<file path="src/pi1_bus_pkg.sv">
// Peripheral bus widths, payload types and operation codes, imported by every bus module
package pi1_bus_pkg;

	// Data width and derived word address width
	localparam int ARCHBITSZ = 32;
	localparam int ADDRBITSZ = ARCHBITSZ - 2;

	// One select bit per byte lane
	localparam int SELBITSZ = ARCHBITSZ / 8;

	// Bus operations on a two-bit code
	typedef enum logic [1:0] {
		PI1_NOOP = 2'b00,
		PI1_WROP = 2'b01,
		PI1_RDOP = 2'b10,
		// Writes new data and returns the old word
		PI1_RWOP = 2'b11
	} pi1_op_e;

	typedef logic [ARCHBITSZ-1:0] pi1_data_t;
	typedef logic [ADDRBITSZ-1:0] pi1_addr_t;
	typedef logic [SELBITSZ-1:0]  pi1_sel_t;

	// Cycles from acceptance until ready rises again
	localparam int RESP_LATENCY = 2;

endpackage

</file>
<file path="src/soc_map_pkg.sv">
// System address map, slave list, device ids and software reset codes for the fabric
package soc_map_pkg;

	// Slaves in address order, the last one catches unmapped accesses
	typedef enum logic [1:0] {
		S_DEVTBL     = 2'd0,
		S_RAM        = 2'd1,
		S_INVALIDDEV = 2'd2
	} slave_idx_e;

	localparam int SLAVECOUNT = 3;

	// Window sizes in words
	localparam int DEVTBL_MAPSZ     = 16;
	localparam int RAM_MAPSZ        = 256;
	// 4 KB of words
	localparam int INVALIDDEV_MAPSZ = 1024;

	// Base word addresses, windows packed from address 0
	localparam int DEVTBL_BASE     = 0;
	localparam int RAM_BASE        = DEVTBL_BASE + DEVTBL_MAPSZ;
	localparam int INVALIDDEV_BASE = RAM_BASE + RAM_MAPSZ;

	// Ids reported by the device table
	localparam int DEVID_DEVTBL     = 7;
	localparam int DEVID_RAM        = 1;
	localparam int DEVID_INVALIDDEV = 0;

	// Reset register sits in the last word of the device table
	localparam int RSTREG_OFFSET = 15;

	// Software reset codes, bit 0 is rst0 and bit 1 is rst1
	typedef enum logic [1:0] {
		RST_NONE   = 2'd0,
		RST_PWROFF = 2'd1,
		RST_WARM   = 2'd2
	} sw_rst_e;

	localparam int RST_CNTR_BITSZ = 8;

endpackage

</file>
<file path="src/pi1_response_mux.sv">
// Bus output stage; times the response, returns the selected slave data and drives ready
`timescale 1ns/1ps

module pi1_response_mux (
	input  logic                    clk48mhz_i,
	input  logic                    rst_p,
	input  logic                    core_rst_i,
	input  logic                    busy_i,
	input  soc_map_pkg::slave_idx_e slave_sel_i,
	input  pi1_bus_pkg::pi1_data_t  devtbl_data_i,
	input  pi1_bus_pkg::pi1_data_t  ram_data_i,
	output logic                    done_o,
	output pi1_bus_pkg::pi1_data_t  pi1_data_o,
	output logic                    pi1_rdy_o
);

	import pi1_bus_pkg::*;
	import soc_map_pkg::*;

	logic [$clog2(RESP_LATENCY+1)-1:0] resp_cnt;
	pi1_data_t                         sel_data;

	// Last response cycle of the request in flight
	assign done_o = busy_i && (resp_cnt == ($bits(resp_cnt))'(RESP_LATENCY - 1));

	always_ff @(posedge clk48mhz_i) begin
		if (rst_p || core_rst_i || !busy_i || done_o) begin
			resp_cnt <= '0;
		end else begin
			resp_cnt <= resp_cnt + 1'b1;
		end
	end

	// Default slave reads as zero
	always_comb begin
		case (slave_sel_i)
			S_DEVTBL: sel_data = devtbl_data_i;
			S_RAM:    sel_data = ram_data_i;
			default:  sel_data = '0;
		endcase
	end

	always_ff @(posedge clk48mhz_i) begin
		if (rst_p || core_rst_i) begin
			pi1_data_o <= '0;
		end else if (done_o) begin
			pi1_data_o <= sel_data;
		end
	end

	assign pi1_rdy_o = !busy_i && !core_rst_i;

endmodule

</file>
<file path="config.mk">
export PLATFORM = sky130hd
export DESIGN_NAME = pi1_response_mux
export DESIGN_NICKNAME = d
export VERILOG_FILES = /design/src/pi1_bus_pkg.sv /design/src/soc_map_pkg.sv /design/src/pi1_response_mux.sv
export SDC_FILE = /design/constraint.sdc
export NUM_CORES = 1
export LEC_CHECK = 0
export BUFFER_PORTS_ARGS = -buffer_cell sky130_fd_sc_hd__clkbuf_2
export CORE_MARGIN = 3
export CORE_UTILIZATION = 44
export DETAILED_ROUTE_END_ITERATION = 8
export PLACE_DENSITY = 0.93
export SYNTH_ARGS = -nofsm -noshare
export SYNTH_HDL_FRONTEND = slang
export SYNTH_SLANG_ARGS = --single-unit
</file>
<file path="constraint.sdc">
create_clock -name clk48mhz_i -period 2.9 [get_ports clk48mhz_i]
set_clock_uncertainty 0.15 [all_clocks]
set_input_delay 0.29 -clock clk48mhz_i [delete_from_list [all_inputs] [get_ports clk48mhz_i]]
set_output_delay 0.29 -clock clk48mhz_i [all_outputs]
set_load 0.02 [all_outputs]
</file>
Yosys cells after proc, flatten, opt, wreduce, memory -nomap -nowiden. Index checks and enable logic that the tools add are counted.

Register bits after elaboration: 34. Output and inout port bits: 34. Input port bits: 70. Word-level logic and storage cells: 14.

Add/subtract/negate cells: 1. Equality and inequality tests: 2. Reductions and logical operators: 8. Multiplexer cells: 1.

Operator list (number): $pmux 32 s2 (1); $eq 2x1->1 const B (2); $logic_or 1x1->1 (3); $add 2x1->2 const B (1); $logic_and 1x1->1 (2); $logic_not 1->1 (2); $logic_not 2->1 (1).

Depth between registers and ports, before layout. Gate-level depths: netlist of run 1.

Depth in word-level cells: 3. Depth in mapped cells: 7.

Worst setup path after synthesis of run 1. OpenSTA, ideal clock, no wires.

Kind: register to output. From: register resp_cnt[0]. To: output done_o. Cell stages (with the launch flop): 5. Data required time: 2.460 ns. Buffers on the path: 1. Slack: 1.371 ns. Data arrival time: 1.089 ns. Path through: dfxtp_1 ha_1 nand2_1 clkbuf_1 inv_1.

Word-level cells in the longest chain between the ends: 2.

RTL lines: from (decl) (RTL line pi1_response_mux.sv:20) `logic [$clog2(RESP_LATENCY+1)-1:0] resp_cnt;`; from (signal assigned) (RTL line pi1_response_mux.sv:30) `resp_cnt <= resp_cnt + 1'b1;`; $eq 2x1->1 (RTL line pi1_response_mux.sv:24) `assign done_o = busy_i && (resp_cnt == ($bits(resp_cnt))'(RESP_LATENCY - 1));`; $logic_and 1x1->1 (RTL line pi1_response_mux.sv:24); to (decl) (RTL line pi1_response_mux.sv:12) `output logic done_o,`.

No other way between the ends.

Final worst setup path of run 1.
From: register resp_cnt[1]. To: output done_o.

The elaborated chain is that of the path after synthesis.

==> results of run 1 <==
-- sequential cells by signal, indices dropped and copies added, names as in the netlist --
| signal | flops |
|---|---|
| resp_cnt | 2 |
| pi1_data_o | 32 |
-- power groups by stage --
stage	Sequential [mW]	Combinational (mW)	Clock, mW
2_1_floorplan	0.484	0.0627	0
3_3_place_gp	0.481	0.109	0
3_5_place_dp	0.482	0.113	0
4_1_cts	0.471	0.114	0.436
5_1_grt	0.471	0.126	0.455
6_report	0.471	0.113	0.424
-- per-layer routing --
layer	wire length, um	GRT usage, %
met1	1510	18.2
met2	1960	37.5
met3	276	4.96
met4	72	8.03
met5	0	0
-- cell usage after synthesis --
cell type,instances,share of area (%)
sky130_fd_sc_hd__mux2_1,31,22
sky130_fd_sc_hd__buf_6,4,2.9
sky130_fd_sc_hd__ha_1,1,0.80
sky130_fd_sc_hd__nand2_1,1,0.24
sky130_fd_sc_hd__clkbuf_1,6,1.4
sky130_fd_sc_hd__a22oi_1,32,15
sky130_fd_sc_hd__inv_1,2,0.48
sky130_fd_sc_hd__nor2_2,2,0.80
sky130_fd_sc_hd__dfxtp_1,34,44
sky130_fd_sc_hd__or3b_4,1,0.72
sky130_fd_sc_hd__mux2_2,1,0.72
sky130_fd_sc_hd__buf_2,4,1.3
sky130_fd_sc_hd__buf_1,1,0.24
sky130_fd_sc_hd__or2_1,1,0.40
sky130_fd_sc_hd__nor2_1,33,7.9
sky130_fd_sc_hd__and3b_1,1,0.56
-- cell type report --
cell class / count / area, um2 / share of cell area (%)
clock inverter: 3 / 68.8 / 3.19
sequential: 34 / 681 / 31.5
timing repair buffer: 105 / 531 / 24.6
tap: 44 / 55.1 / 2.55
inverter: 2 / 7.51 / 0.348
multi-input combinational: 104 / 779 / 36.1
clock buffer: 5 / 37.5 / 1.74
-- stage by stage --
stage,std cells,setup WS [ps]
final,297,782
after global routing,297,625
after CTS,297,772
after detailed placement,289,1020
after global placement,289,1080
after floorplan,155,1370
-- logic make-up after synthesis --
family,after synthesis,synth area share (%)
AO/OA/AOI/OAI,32,15.4
adder cells (fa/ha/maj),1,0.802
buffers and inverters,17,6.34
flip-flops,34,43.7
multiplexers,32,23.1
AND/OR/NAND/NOR,39,10.7
-- worst paths after layout --
check | start | slack, ps | end
worst max register to register | resp_cnt[0] | 990 | pi1_data_o[15]
worst min-delay path | devtbl_data_i[14] | 160 | pi1_data_o[14]
worst min register to register | resp_cnt[0] | 290 | resp_cnt[0]
worst max-delay path | resp_cnt[1] | 780 | done_o
-- critical path, stage by stage (launching register included) --
cell	delay (ps)
sky130_fd_sc_hd__dfxtp_1	330
sky130_fd_sc_hd__inv_1	40
sky130_fd_sc_hd__ha_1	190
sky130_fd_sc_hd__nand2_1	520
sky130_fd_sc_hd__inv_1	90
sky130_fd_sc_hd__clkbuf_2	180
==> results list, run 1 <==
- Final min period: approximately 2100 ps
* TritonCTS buffer count: 5
- Counting along the longest clock path gives a buffer depth of 2.
- Hold WC Path Type: in2reg
* Most common library cell in the layout ignoring fill and taps: sky130_fd_sc_hd__clkbuf_2
- Pin count of the biggest net entering global routing: 34
- After floorplanning, the core was sized to cover between 3000 and 4000 um2.
- In the final layout, the share of cells above drive strength 1 is a little under half.
- The via count of the first global-routing pass came to roughly 1,500.
* Clk pwr share: 42.1%
- LEAKAGE: between 1 and 1.5 nW
- During synthesis, Yosys emitted a total of 0 warnings.
- The final max-slew violation count came to 0.
* Die footprint: 4290 um2
* Reg power frac: between 40% and 50%
* Critical path startpoint category: register
- For this run the aggregate overflow at the end of global routing stands at 0.
* Number of cells on the worst hold path: 4
* Clock latency of the later-clocked register in the worst-skew pair: between 300 and 400 ps
- Dividing the detail-routed wire length by the instance count gives 12.8 um.
- Synthesis-to-finish area growth: 38.5%
- Counting every sink on the clock net gives 34.
- Via density per instance: 5.00
- The detailed router placed between 1,000 and 1,500 vias in this run.
- Summed over all nets, the switching power comes to 0.206 mW.
- The tree is rooted in a sky130_fd_sc_hd__clkbuf_4.
* Post-Synthesis Cells: roughly 160
- Status: finished clean
- The number of cells on the worst reg-to-reg path is 5.
- Seq cells post-synth: 34
- Dividing the final minimum period by the clock period gives roughly 73%.
* Transition at the pin with the smallest max-transition slack: between 1000 and 1500 ps
- The detail route stage leaves a number of antenna-violating nets equal to 0.
- Die Span X: approximately 66 um
* Count of buffers added by post-CTS timing repair for setup: 0
- In this run the number of H-tree levels came out at 2.
* RSZ-0062 raised after global routing: no
- Overall routed net length: 3810 um
- The worst setup path is captured at an output port.
- The library cells used most frequently in the layout, excluding fill and tap cells, are sky130_fd_sc_hd__clkbuf_2 (103), sky130_fd_sc_hd__dfxtp_1 (34), sky130_fd_sc_hd__nor2_1 (33).
- Number of I/O port buffers: between 100 and 150
- The number of nets in the synthesized netlist is approximately 230.
- Net switching is between 20% and 30% of the power.
- In this run the cell area of the synthesized design comes to 1560 um2.
- For this run, the top clock speed supported by timing is between 400 and 500 MHz.
* Remaining DRCs: 0
* Total power per unit cell area: 467 nW/um2
* Number of distinct library cells after synthesis: 16
* Part of the total power dissipated in combinational logic: 11.2%
- Initial antenna violation count: 0
* Hold_ws: roughly 160 ps
- The internal portion of the total power is ~0.80 mW.
- Slew margin rel.: a little under a third
- Average size of a mapped cell: 10.1 um2
- The floorplan step set the die height to 65.5 um.
- After routing the design area is between 2000 and 2500 um2.
- Across every metal layer, demand over resource in global routing totals a little under a fifth.
- The design draws ~1.0 mW.
- After clock tree synthesis, the clock-pin slew on the worst setup and hold paths is roughly 100 ps.
* Final design utilization: between 60% and 70%
* Drt first-iter violations: a little under 70
- Final number of hold-violating endpoints: 0
* Initial Utilization: between 40% and 50%
* Final setup viols: 0
- IR analysis of the VDD net gives a maximum drop of 0.377 mV.
- Hold Buf Count CTS: 0
* GPL Wtd Cong: 0.658
- Worst Path Class, Setup: reg2out
- After clock tree synthesis, the repair step resized 0 gates.
- The final layout contains approximately 320 nets.
- The first global-routing pass estimated 6380 um of wire.
- Count of standard-cell rows: 20
- Top-level I/O count: roughly 100
* Initial DRT Pass Iterations: 4
- Area post-placement: roughly 2100 um2
- For the worst setup path, the data arrival time is approximately 1700 ps.
- Detailed placer's ending HPWL: roughly 3000 um
- TritonCTS built the clock tree.
* Accumulated negative setup slack: 0 ps
* Antenna diode count: 0
* Sequential-to-total area share from yosys stat: roughly 44%
- The tool flagged a number of max-cap violations equal to 0.
- In this run the worst path has a maximum fanout of 20.
* Critical Path RT: between 2000 and 2500 ps
- Fill cell count: roughly 270
No activity file was read; power rests on OpenSTA's default activity.
==> inputs of run 2 (changes only) <==
ABC_AREA = 1   (was default)
CORE_UTILIZATION = 45   (was 44)
PLACE_DENSITY = 0.88   (was 0.93)
clock period = 2.05 ns   (was 2.9 ns; I/O delays follow)
==> results list, run 2 <==
* Fill cell count: 385 (+42%)
- Number of enable-type register cells in the synthesized netlist: 0 (unchanged)
- The critical path data arrival time is 1530 ps (-150 ps).
- Final number of hold-violating endpoints: 0 (unchanged)
- In the post-synthesis netlist, the biggest area contributors are sky130_fd_sc_hd__dfxtp_1 (34%), sky130_fd_sc_hd__nand2_1 (24%), sky130_fd_sc_hd__inv_1 (18%).
- Leaving out fill and tap cells, the most frequent cell in the layout is sky130_fd_sc_hd__nand2_1.
* Average size of a mapped cell: 5.75 um2 (-43%)
- Clock net sink count: 34 (unchanged)
* Max frequency: approximately 530 MHz
- STA classifies the critical path endpoint as an output port.
* GPL Wtd Cong: 0.784 (+19%)
- In the layout the commonest cells are sky130_fd_sc_hd__nand2_1 (128), sky130_fd_sc_hd__clkbuf_2 (103), sky130_fd_sc_hd__inv_1 (97).
- The count of hold-fix buffers inserted at cts is 0 (unchanged).
- Vias in the first global route: 2,067 (+35%)
* Count of standard-cell rows: 23 (+15%)
* Count of cells along the worst register-to-register path: 6 (+1)
- The wire length of the first global-routing pass was 8310 um (+30%).
- The source-to-sink clock delay at the later pin of the worst-skew pair came to 280 ps (-40 ps).
* Clock root buffer: sky130_fd_sc_hd__clkbuf_8
- Critical Path RT: 1690 ps (-770 ps)
* Highest ir drop seen on vdd: 0.317 mV (-16%)
- The first-pass iteration count of the detailed router is 4 (unchanged).
* Final min period: approximately 1900 ps
* Critical path startpoint category: register
* Final setup viols: 0 (unchanged)
- Clk pwr share: 40.5% (-1.6 points)
- Die Span X: 73.1 um (+11%)
* Power, Total: 1.48 mW (+47%)
- Via density per instance: 4.44 (-11%)
- The number of buffers on the longest clock path is 2 (unchanged).
- Average wire per standard cell: 10.0 um (-22%)
- Final worst-path cycle share: between 90 and 100%
* Antenna diode count: 0 (unchanged)
- The detailed-route DRC error count is 0 (unchanged).
- The final max-slew violation count is 0 (unchanged).
* Share of Yosys cell area claimed by the top area cell type: 33.6% (-10 points)
* Count of buffers added by post-CTS timing repair for setup: 0 (unchanged)
* TritonCTS buffer count: 5 (unchanged)
- Sequential-to-total area share from yosys stat: 33.6% (-10 points)
- Number of cells on the worst hold path: 5 (+1)
* Int Power: 1.12 mW (+39%)
- The gate count after technology mapping came to 352 (+130%).
- Walking the worst path, the cells encountered are ha_1, nand2_2, inv_2, clkbuf_2.
- LEAKAGE: 1.84 nW (+83%)
- Prevailing post-synth register cell: sky130_fd_sc_hd__dfxtp_1
- The register cell area after layout is 681 um2 (unchanged).
- Die boundary height: 73.1 um (+11%)
- Drt first-iter violations: 85 (+25%)
- The number of synthesized register bits is 34 (unchanged).
* Buffer and inverter count on the worst path: 2 (-1)
* Dominant delay contributor by cell family on the critical path: buffers and inverters
- The net count of the finished layout came to 518 (+60%).
* Startpoint of the most critical setup path: resp_cnt[0]
* Total net switching power: 0.366 mW (+78%)
- Final design utilization: 63.1% (-4.3 points)
* Worst flop-to-flop path startpoint: resp_cnt[0]
- The count of boundary I/O pins was 104 (unchanged).
* Leading area contributor after synthesis: sky130_fd_sc_hd__dfxtp_1
* Overall Global Routing Usage: 19.4% (+0.39 points)
- The worst register-to-register path ends at pi1_data_o[19].
- The slew at the pin closest to its max-slew limit is 560 ps (-470 ps).
- Levels on crit path: 4 (-1)
* Switching Fraction: 24.6% (+4.2 points)
* Die footprint: 5340 um2 (+24%)
- Peak fanout along the critical path: 33 (+65%)
- Status: finished clean
- Most numerous cell in the Yosys netlist: sky130_fd_sc_hd__nand2_1
- Number of I/O port buffers: 103 (unchanged)
- Register ranked first by flip-flop count: pi1_data_o
* Flip-flop count of the largest register, all copies and words added: 32 (unchanged)
* Detailed placer's ending HPWL: 3630 um (+21%)
* Accumulated negative setup slack: 0 ps (unchanged)
* Post-CTS sizing: 0 (unchanged)
* Delay contributed by the slowest stage of the critical path: 420 ps (-100 ps)
- The power share of the combinational group is 14.0% (+2.8 points).
- Reg power frac: 45.5% (-1.2 points)
- The clock transition time at the flip-flop clock pins of the worst setup and hold paths is 70 ps (-30 ps).
* R2R setup slack: 530 ps (-460 ps)
- Total grt overflow: 0 (unchanged)
- The total nets after synthesis is 423 (+87%).
* Dpl ws: 461 ps (-558 ps)
- TritonCTS built the clock tree.
- Biggest regs: pi1_data_o (32), resp_cnt (2)
- Most used standard cells in the synthesized netlist: sky130_fd_sc_hd__nand2_1 (128), sky130_fd_sc_hd__inv_1 (97), sky130_fd_sc_hd__nand3_1 (65)
* Worst Slack Setup Final: 162 ps (-619 ps)
- Pin count of the biggest net entering global routing: 34 (unchanged)
- Total power per unit cell area: 563 nW/um2 (+21%)
- The initial standard-cell utilization of the core came to 48.5% (-0.19 points).
- The async set-or-reset flop fraction in the synthesized netlist came to 0% (unchanged).
* Synthesis-to-finish area growth: 30.2%
- The path class of the tightest hold or removal check is in2reg.
- Core region area: 4170 um2 (+30%)
- Footprint of the multi-input gates: 853 um2 (+9.5%)
- Initial antenna violation count: 0 (unchanged)
* Number of nets still failing antenna checks after routing: 0 (unchanged)
- The number of max-cap violations was 0 (unchanged).
- Number of H-tree levels: 2 (unchanged)
- RSZ-0062 raised after global routing: no
- Setup crit end: done_o
- The critical path in this run is classified as reg2out.
- Layout cells sized above 1: 26.8% (-19 points)
- Vias: 2,211 (+49%)
- The count of unique library cells instantiated by Yosys came to 12 (-4).
* CP max-delay cell: sky130_fd_sc_hd__inv_2
- Warnings, synthesis: 0 (unchanged)
- The routed wire length is 5000 um (+31%).
* Netlist area before placement: 2020 um2 (+30%)
- Slew margin rel.: 62.6% (+31 points)
==> run 2: cell count changes in the layout (fill, tap and decap cells not counted), sizes merged <==
cell    previous run  this run
and3b              1         0
bufinv             2         1
inv                2        99
nand2              1       129
clkinv             1         2
or3b               1         0
nor2              35         5
a22oi             32         0
or2                1         0
mux2              32         0
buf                2         4
nand3              0        65
==> run 2: cell families after synthesis <==
kind of cell	count (synthesis)	synth area share (%)
simple gates	199	41.6
buf+inv	118	24.2
flops	34	33.6
fa+ha+maj	1	0.618
==> run 2: layout make-up <==
cell class	count	share of cell area, %
Sequential cell	34	25.8
Clock buffer	5	2.61
Timing Repair Buffer	107	21.2
Tap cell	50	2.37
Inverter	99	14.1
Clock inverter	3	1.52
Multi-Input combinational cell	200	32.4
==> run 2: power groups by stage <==
stage	logic, mW	clock network [mW]	registers (mW)
after detailed placement	0.208	0	0.690
after floorplan	0.109	0	0.700
after CTS	0.210	0.616	0.675
after global placement	0.205	0	0.690
final	0.208	0.602	0.675
after global routing	0.235	0.640	0.675
==> run 2: stage by stage <==
| step | hold slack, ps | cell area, um2 | std cells |
|---|---|---|---|
| after floorplan | 217 | 2020 | 352 |
| after global placement | 257 | 2530 | 490 |
| after detailed placement | 267 | 2530 | 490 |
| after CTS | 39.0 | 2640 | 498 |
| after global routing | 66.4 | 2640 | 498 |
| final | 46.9 | 2640 | 498 |
==> run 2: worst min-delay path by stage <==
stage,endpoint,start,slack [ps]
2_1_floorplan,resp_cnt[1],busy_i,220
3_3_place_gp,resp_cnt[0],resp_cnt[0],260
3_5_place_dp,resp_cnt[0],resp_cnt[0],270
4_1_cts,pi1_data_o[10],devtbl_data_i[10],40
5_1_grt,pi1_data_o[5],devtbl_data_i[5],70
6_report,pi1_data_o[10],devtbl_data_i[10],50
==> run 2: routing by layer <==
| metal | GRT usage (%) | part of all wire (%) | vias to the layer above |
|---|---|---|---|
| li1 | - | - | 1197 |
| met1 | 21.6 | 42 | 935 |
| met2 | 36.1 | 50 | 75 |
| met3 | 4.96 | 7.6 | 4 |
| met4 | 5.12 | 0.72 | 0 |
| met5 | 0 | 0 | - |
==> run 2: tightest hold or removal path, stage by stage <==
cell                       delay, ps
sky130_fd_sc_hd__clkbuf_2         70
sky130_fd_sc_hd__nand2_1          40
sky130_fd_sc_hd__nand3_1          50
sky130_fd_sc_hd__nand2_1          40
sky130_fd_sc_hd__inv_1            40
==> inputs of run 3 (changes only) <==
--- a/config.mk
+++ b/config.mk
@@ -12,2 +12,3 @@
 export DETAILED_ROUTE_END_ITERATION = 8
+export GPL_ROUTABILITY_DRIVEN = 0
 export PLACE_DENSITY = 0.88
--- a/constraint.sdc
+++ b/constraint.sdc
@@ -4,2 +4,2 @@
 set_output_delay 0.205 -clock clk48mhz_i [all_outputs]
-set_load 0.02 [all_outputs]
+set_load 0.01 [all_outputs]
==> results list, run 3 (synthesis results as in run 2) <==
- The standard cell core area was 4170 um2 (unchanged).
* Register ranked first by flip-flop count: pi1_data_o
- The initial standard-cell utilization of the core came to 48.5% (unchanged).
* Initial antenna violation count: 0 (unchanged)
- The worst setup path is launched from a register.
- The count of boundary I/O pins is 104 (unchanged).
- The largest fanout on the critical path came to 17 (-48%).
* Final setup viols: 0 (unchanged)
- Final worst-path cycle share: 93.1% (+1.0 points)
- Vias in the first global route: 1,958 (-5.3%)
* Final design utilization: 63.5% (+0.39 points)
* Status: finished clean
- The post-route antenna net violation count was 0 (unchanged).
* TritonCTS buffer count: 5 (unchanged)
- The number of clock sinks came to 34 (unchanged).
- The number of cell rows came to 23 (unchanged).
- Number of I/O port buffers: 103 (unchanged)
* Die footprint: 5340 um2 (unchanged)
- Post-layout net count: 520 (+0.39%)
* Commonest cells after routing, fill and taps aside: sky130_fd_sc_hd__nand2_1 (128), sky130_fd_sc_hd__clkbuf_2 (103), sky130_fd_sc_hd__inv_1 (97)
- The critical path data arrival time came to 1550 ps (+20 ps).
- Biggest regs: pi1_data_o (32), resp_cnt (2)
- The stage delay of the slowest cell on the critical path was 340 ps (-80 ps).
* Highest ir drop seen on vdd: 0.298 mV (-6.1%)
- The overall die width is 73.1 um (unchanged).
- The mean routed wirelength per cell was 10.3 um (+2.2%).
- Number of H-tree levels: 2 (unchanged)
- Vias: 2,266 (+2.5%)
- The aggregate global-route resource usage was 19.8% (+0.34 points).
* Final Slew Violations: 0 (unchanged)
* Final Instance Count excl. Fillers: 500 (+0.40%)
- Hold_ws: 48.4 ps (+1.48 ps)
* Final number of hold-violating endpoints: 0 (unchanged)
- Most common library cell in the layout ignoring fill and taps: sky130_fd_sc_hd__nand2_1
- The count of hold-fix buffers inserted at cts came to 0 (unchanged).
- The combined area of the multi-input logic cells was 853 um2 (unchanged).
* Flip-flop count of the largest register, all copies and words added: 32 (unchanged)
* Buffer and inverter count on the worst path: 3 (+1)
* Die boundary height: 73.1 um (unchanged)
* Drt first-iter violations: 118 (+39%)
- The leakage power total came to 1.85 nW (+0.23%).
* Total power per unit cell area: 561 nW/um2 (-0.36%)
- Detail Route met2 WL: 2480 um (+0.16%)
- CTS tree: done
- The slew at the pin closest to its max-slew limit was 522 ps (-38.0 ps).
- The kind of cell with the highest combined delay along the critical path is buffers and inverters.
* Power, Total: 1.49 mW (+0.26%)
* Uppermost signal routing layer after detailed routing: met4
- The share of layout cells above drive strength 1 is 26.9% (+0.10 points).
* Count of buffers added by post-CTS timing repair for setup: 0 (unchanged)
- Worst setup EP type: output port
- Worst Path Class, Setup: reg2out
- Wire length the detailed router placed on met1: 2170 um (+3.4%)
* First-pass GRT wire length: 8310 um (unchanged)
- Post-CTS sizing: 0 (unchanged)
* Clock latency of the later-clocked register in the worst-skew pair: 280 ps (about the same)
* Synthesis-to-finish area growth: 31.0%
- In this run the worst hold path is classified as in2reg.
- Detailed placer's ending HPWL: 3820 um (+5.2%)
- RSZ-0062 raised after global routing: no
- Register clock-pin slew on the reported worst setup and hold paths: 70 ps (about the same)
- Overall routed net length: 5130 um (+2.6%)
- CP max-delay cell: sky130_fd_sc_hd__dfxtp_1
- Fill cell count: 393 (+2.1%)
* Antenna diode count: 0 (unchanged)
- The maximum number of pins on one net before global-route repair was 34 (unchanged).
- Accumulated negative setup slack: 0 ps (unchanged)
- Slew margin rel.: 65.2% (+2.5 points)
- The aggregate global routing overflow came to 0 (unchanged).
- Via density per instance: 4.53 (+2.1%)
- The detailed-route DRC error count came to 0 (unchanged).
- The routed length on met3 is 405 um (+6.6%).
* Combined flip-flop and latch cell area: 681 um2 (unchanged)
- Initial DRT Pass Iterations: 5 (+1)
- Final min period: 1910 ps (+21.1 ps)
- Clock root buffer: sky130_fd_sc_hd__clkbuf_8
* Max frequency: 524 MHz (-1.1%)
- The number of buffers on the longest clock path came to 2 (unchanged).
- The worst path required time is 1690 ps (about the same).
* Dpl cells: 492 (+0.41%)
- The number of max-cap violations is 0 (unchanged).
- Cells traversed along the worst timing path: ha_1, nand2_2, inv_2, buf_4, clkbuf_2
[run 3: changes by cell type in the layout (fill, tap and decap cells not counted)]
| cell | before | now |
|---|---|---|
| sky130_fd_sc_hd__clkinvlp_4 | 0 | 1 |
| sky130_fd_sc_hd__buf_4 | 3 | 5 |
| sky130_fd_sc_hd__clkbuf_1 | 0 | 1 |
| sky130_fd_sc_hd__clkinv_2 | 2 | 0 |
[run 3: final timing paths]
path	start	end	slack [ps]	cells after the start
worst max-delay path	resp_cnt[0]	done_o	140	5
worst min-delay path	devtbl_data_i[7]	pi1_data_o[7]	50	5
worst max register to register	resp_cnt[0]	pi1_data_o[1]	390	7
worst min register to register	resp_cnt[0]	resp_cnt[0]	280	1
[run 3: final cells by class]
type | instances | area share [%]
multi-input cells | 200 | 32.2
clock inverters | 2 | 1.42
clock buffers | 6 | 2.74
well taps | 50 | 2.36
flip-flops and latches | 34 | 25.7
inverters | 99 | 14.0
repair buffers | 109 | 21.6
[run 3: worst reg2reg max path, delay by kind of cell, from the launching register on]
kind,cells,cell delay [ps]
and+or+nand+nor,3,370
buffers and inverters,3,550
adders and majority gates,1,160
DFF,1,340
[run 3: per-stage QoR]
step	instance area, um2	setup slack, ps
after CTS	2650	131
final	2650	141
after detailed placement	2540	399
after global routing	2650	7.05
after global placement	2540	464
after floorplan	2020	803
[run 3: routing by layer]
metal | track usage [%] | vias up
met2 | 34.6 | 92
li1 | - | 1201
met5 | 0 | -
met1 | 23.5 | 964
met4 | 6.56 | 0
met3 | 4.82 | 9
[run 3: power breakdown]
| group | internal, mW | total (mW) | switching, mW |
|---|---|---|---|
| combinational | 0.0922 | 0.203 | 0.111 |
| clock | 0.363 | 0.609 | 0.247 |
| sequential | 0.670 | 0.675 | 0.00529 |
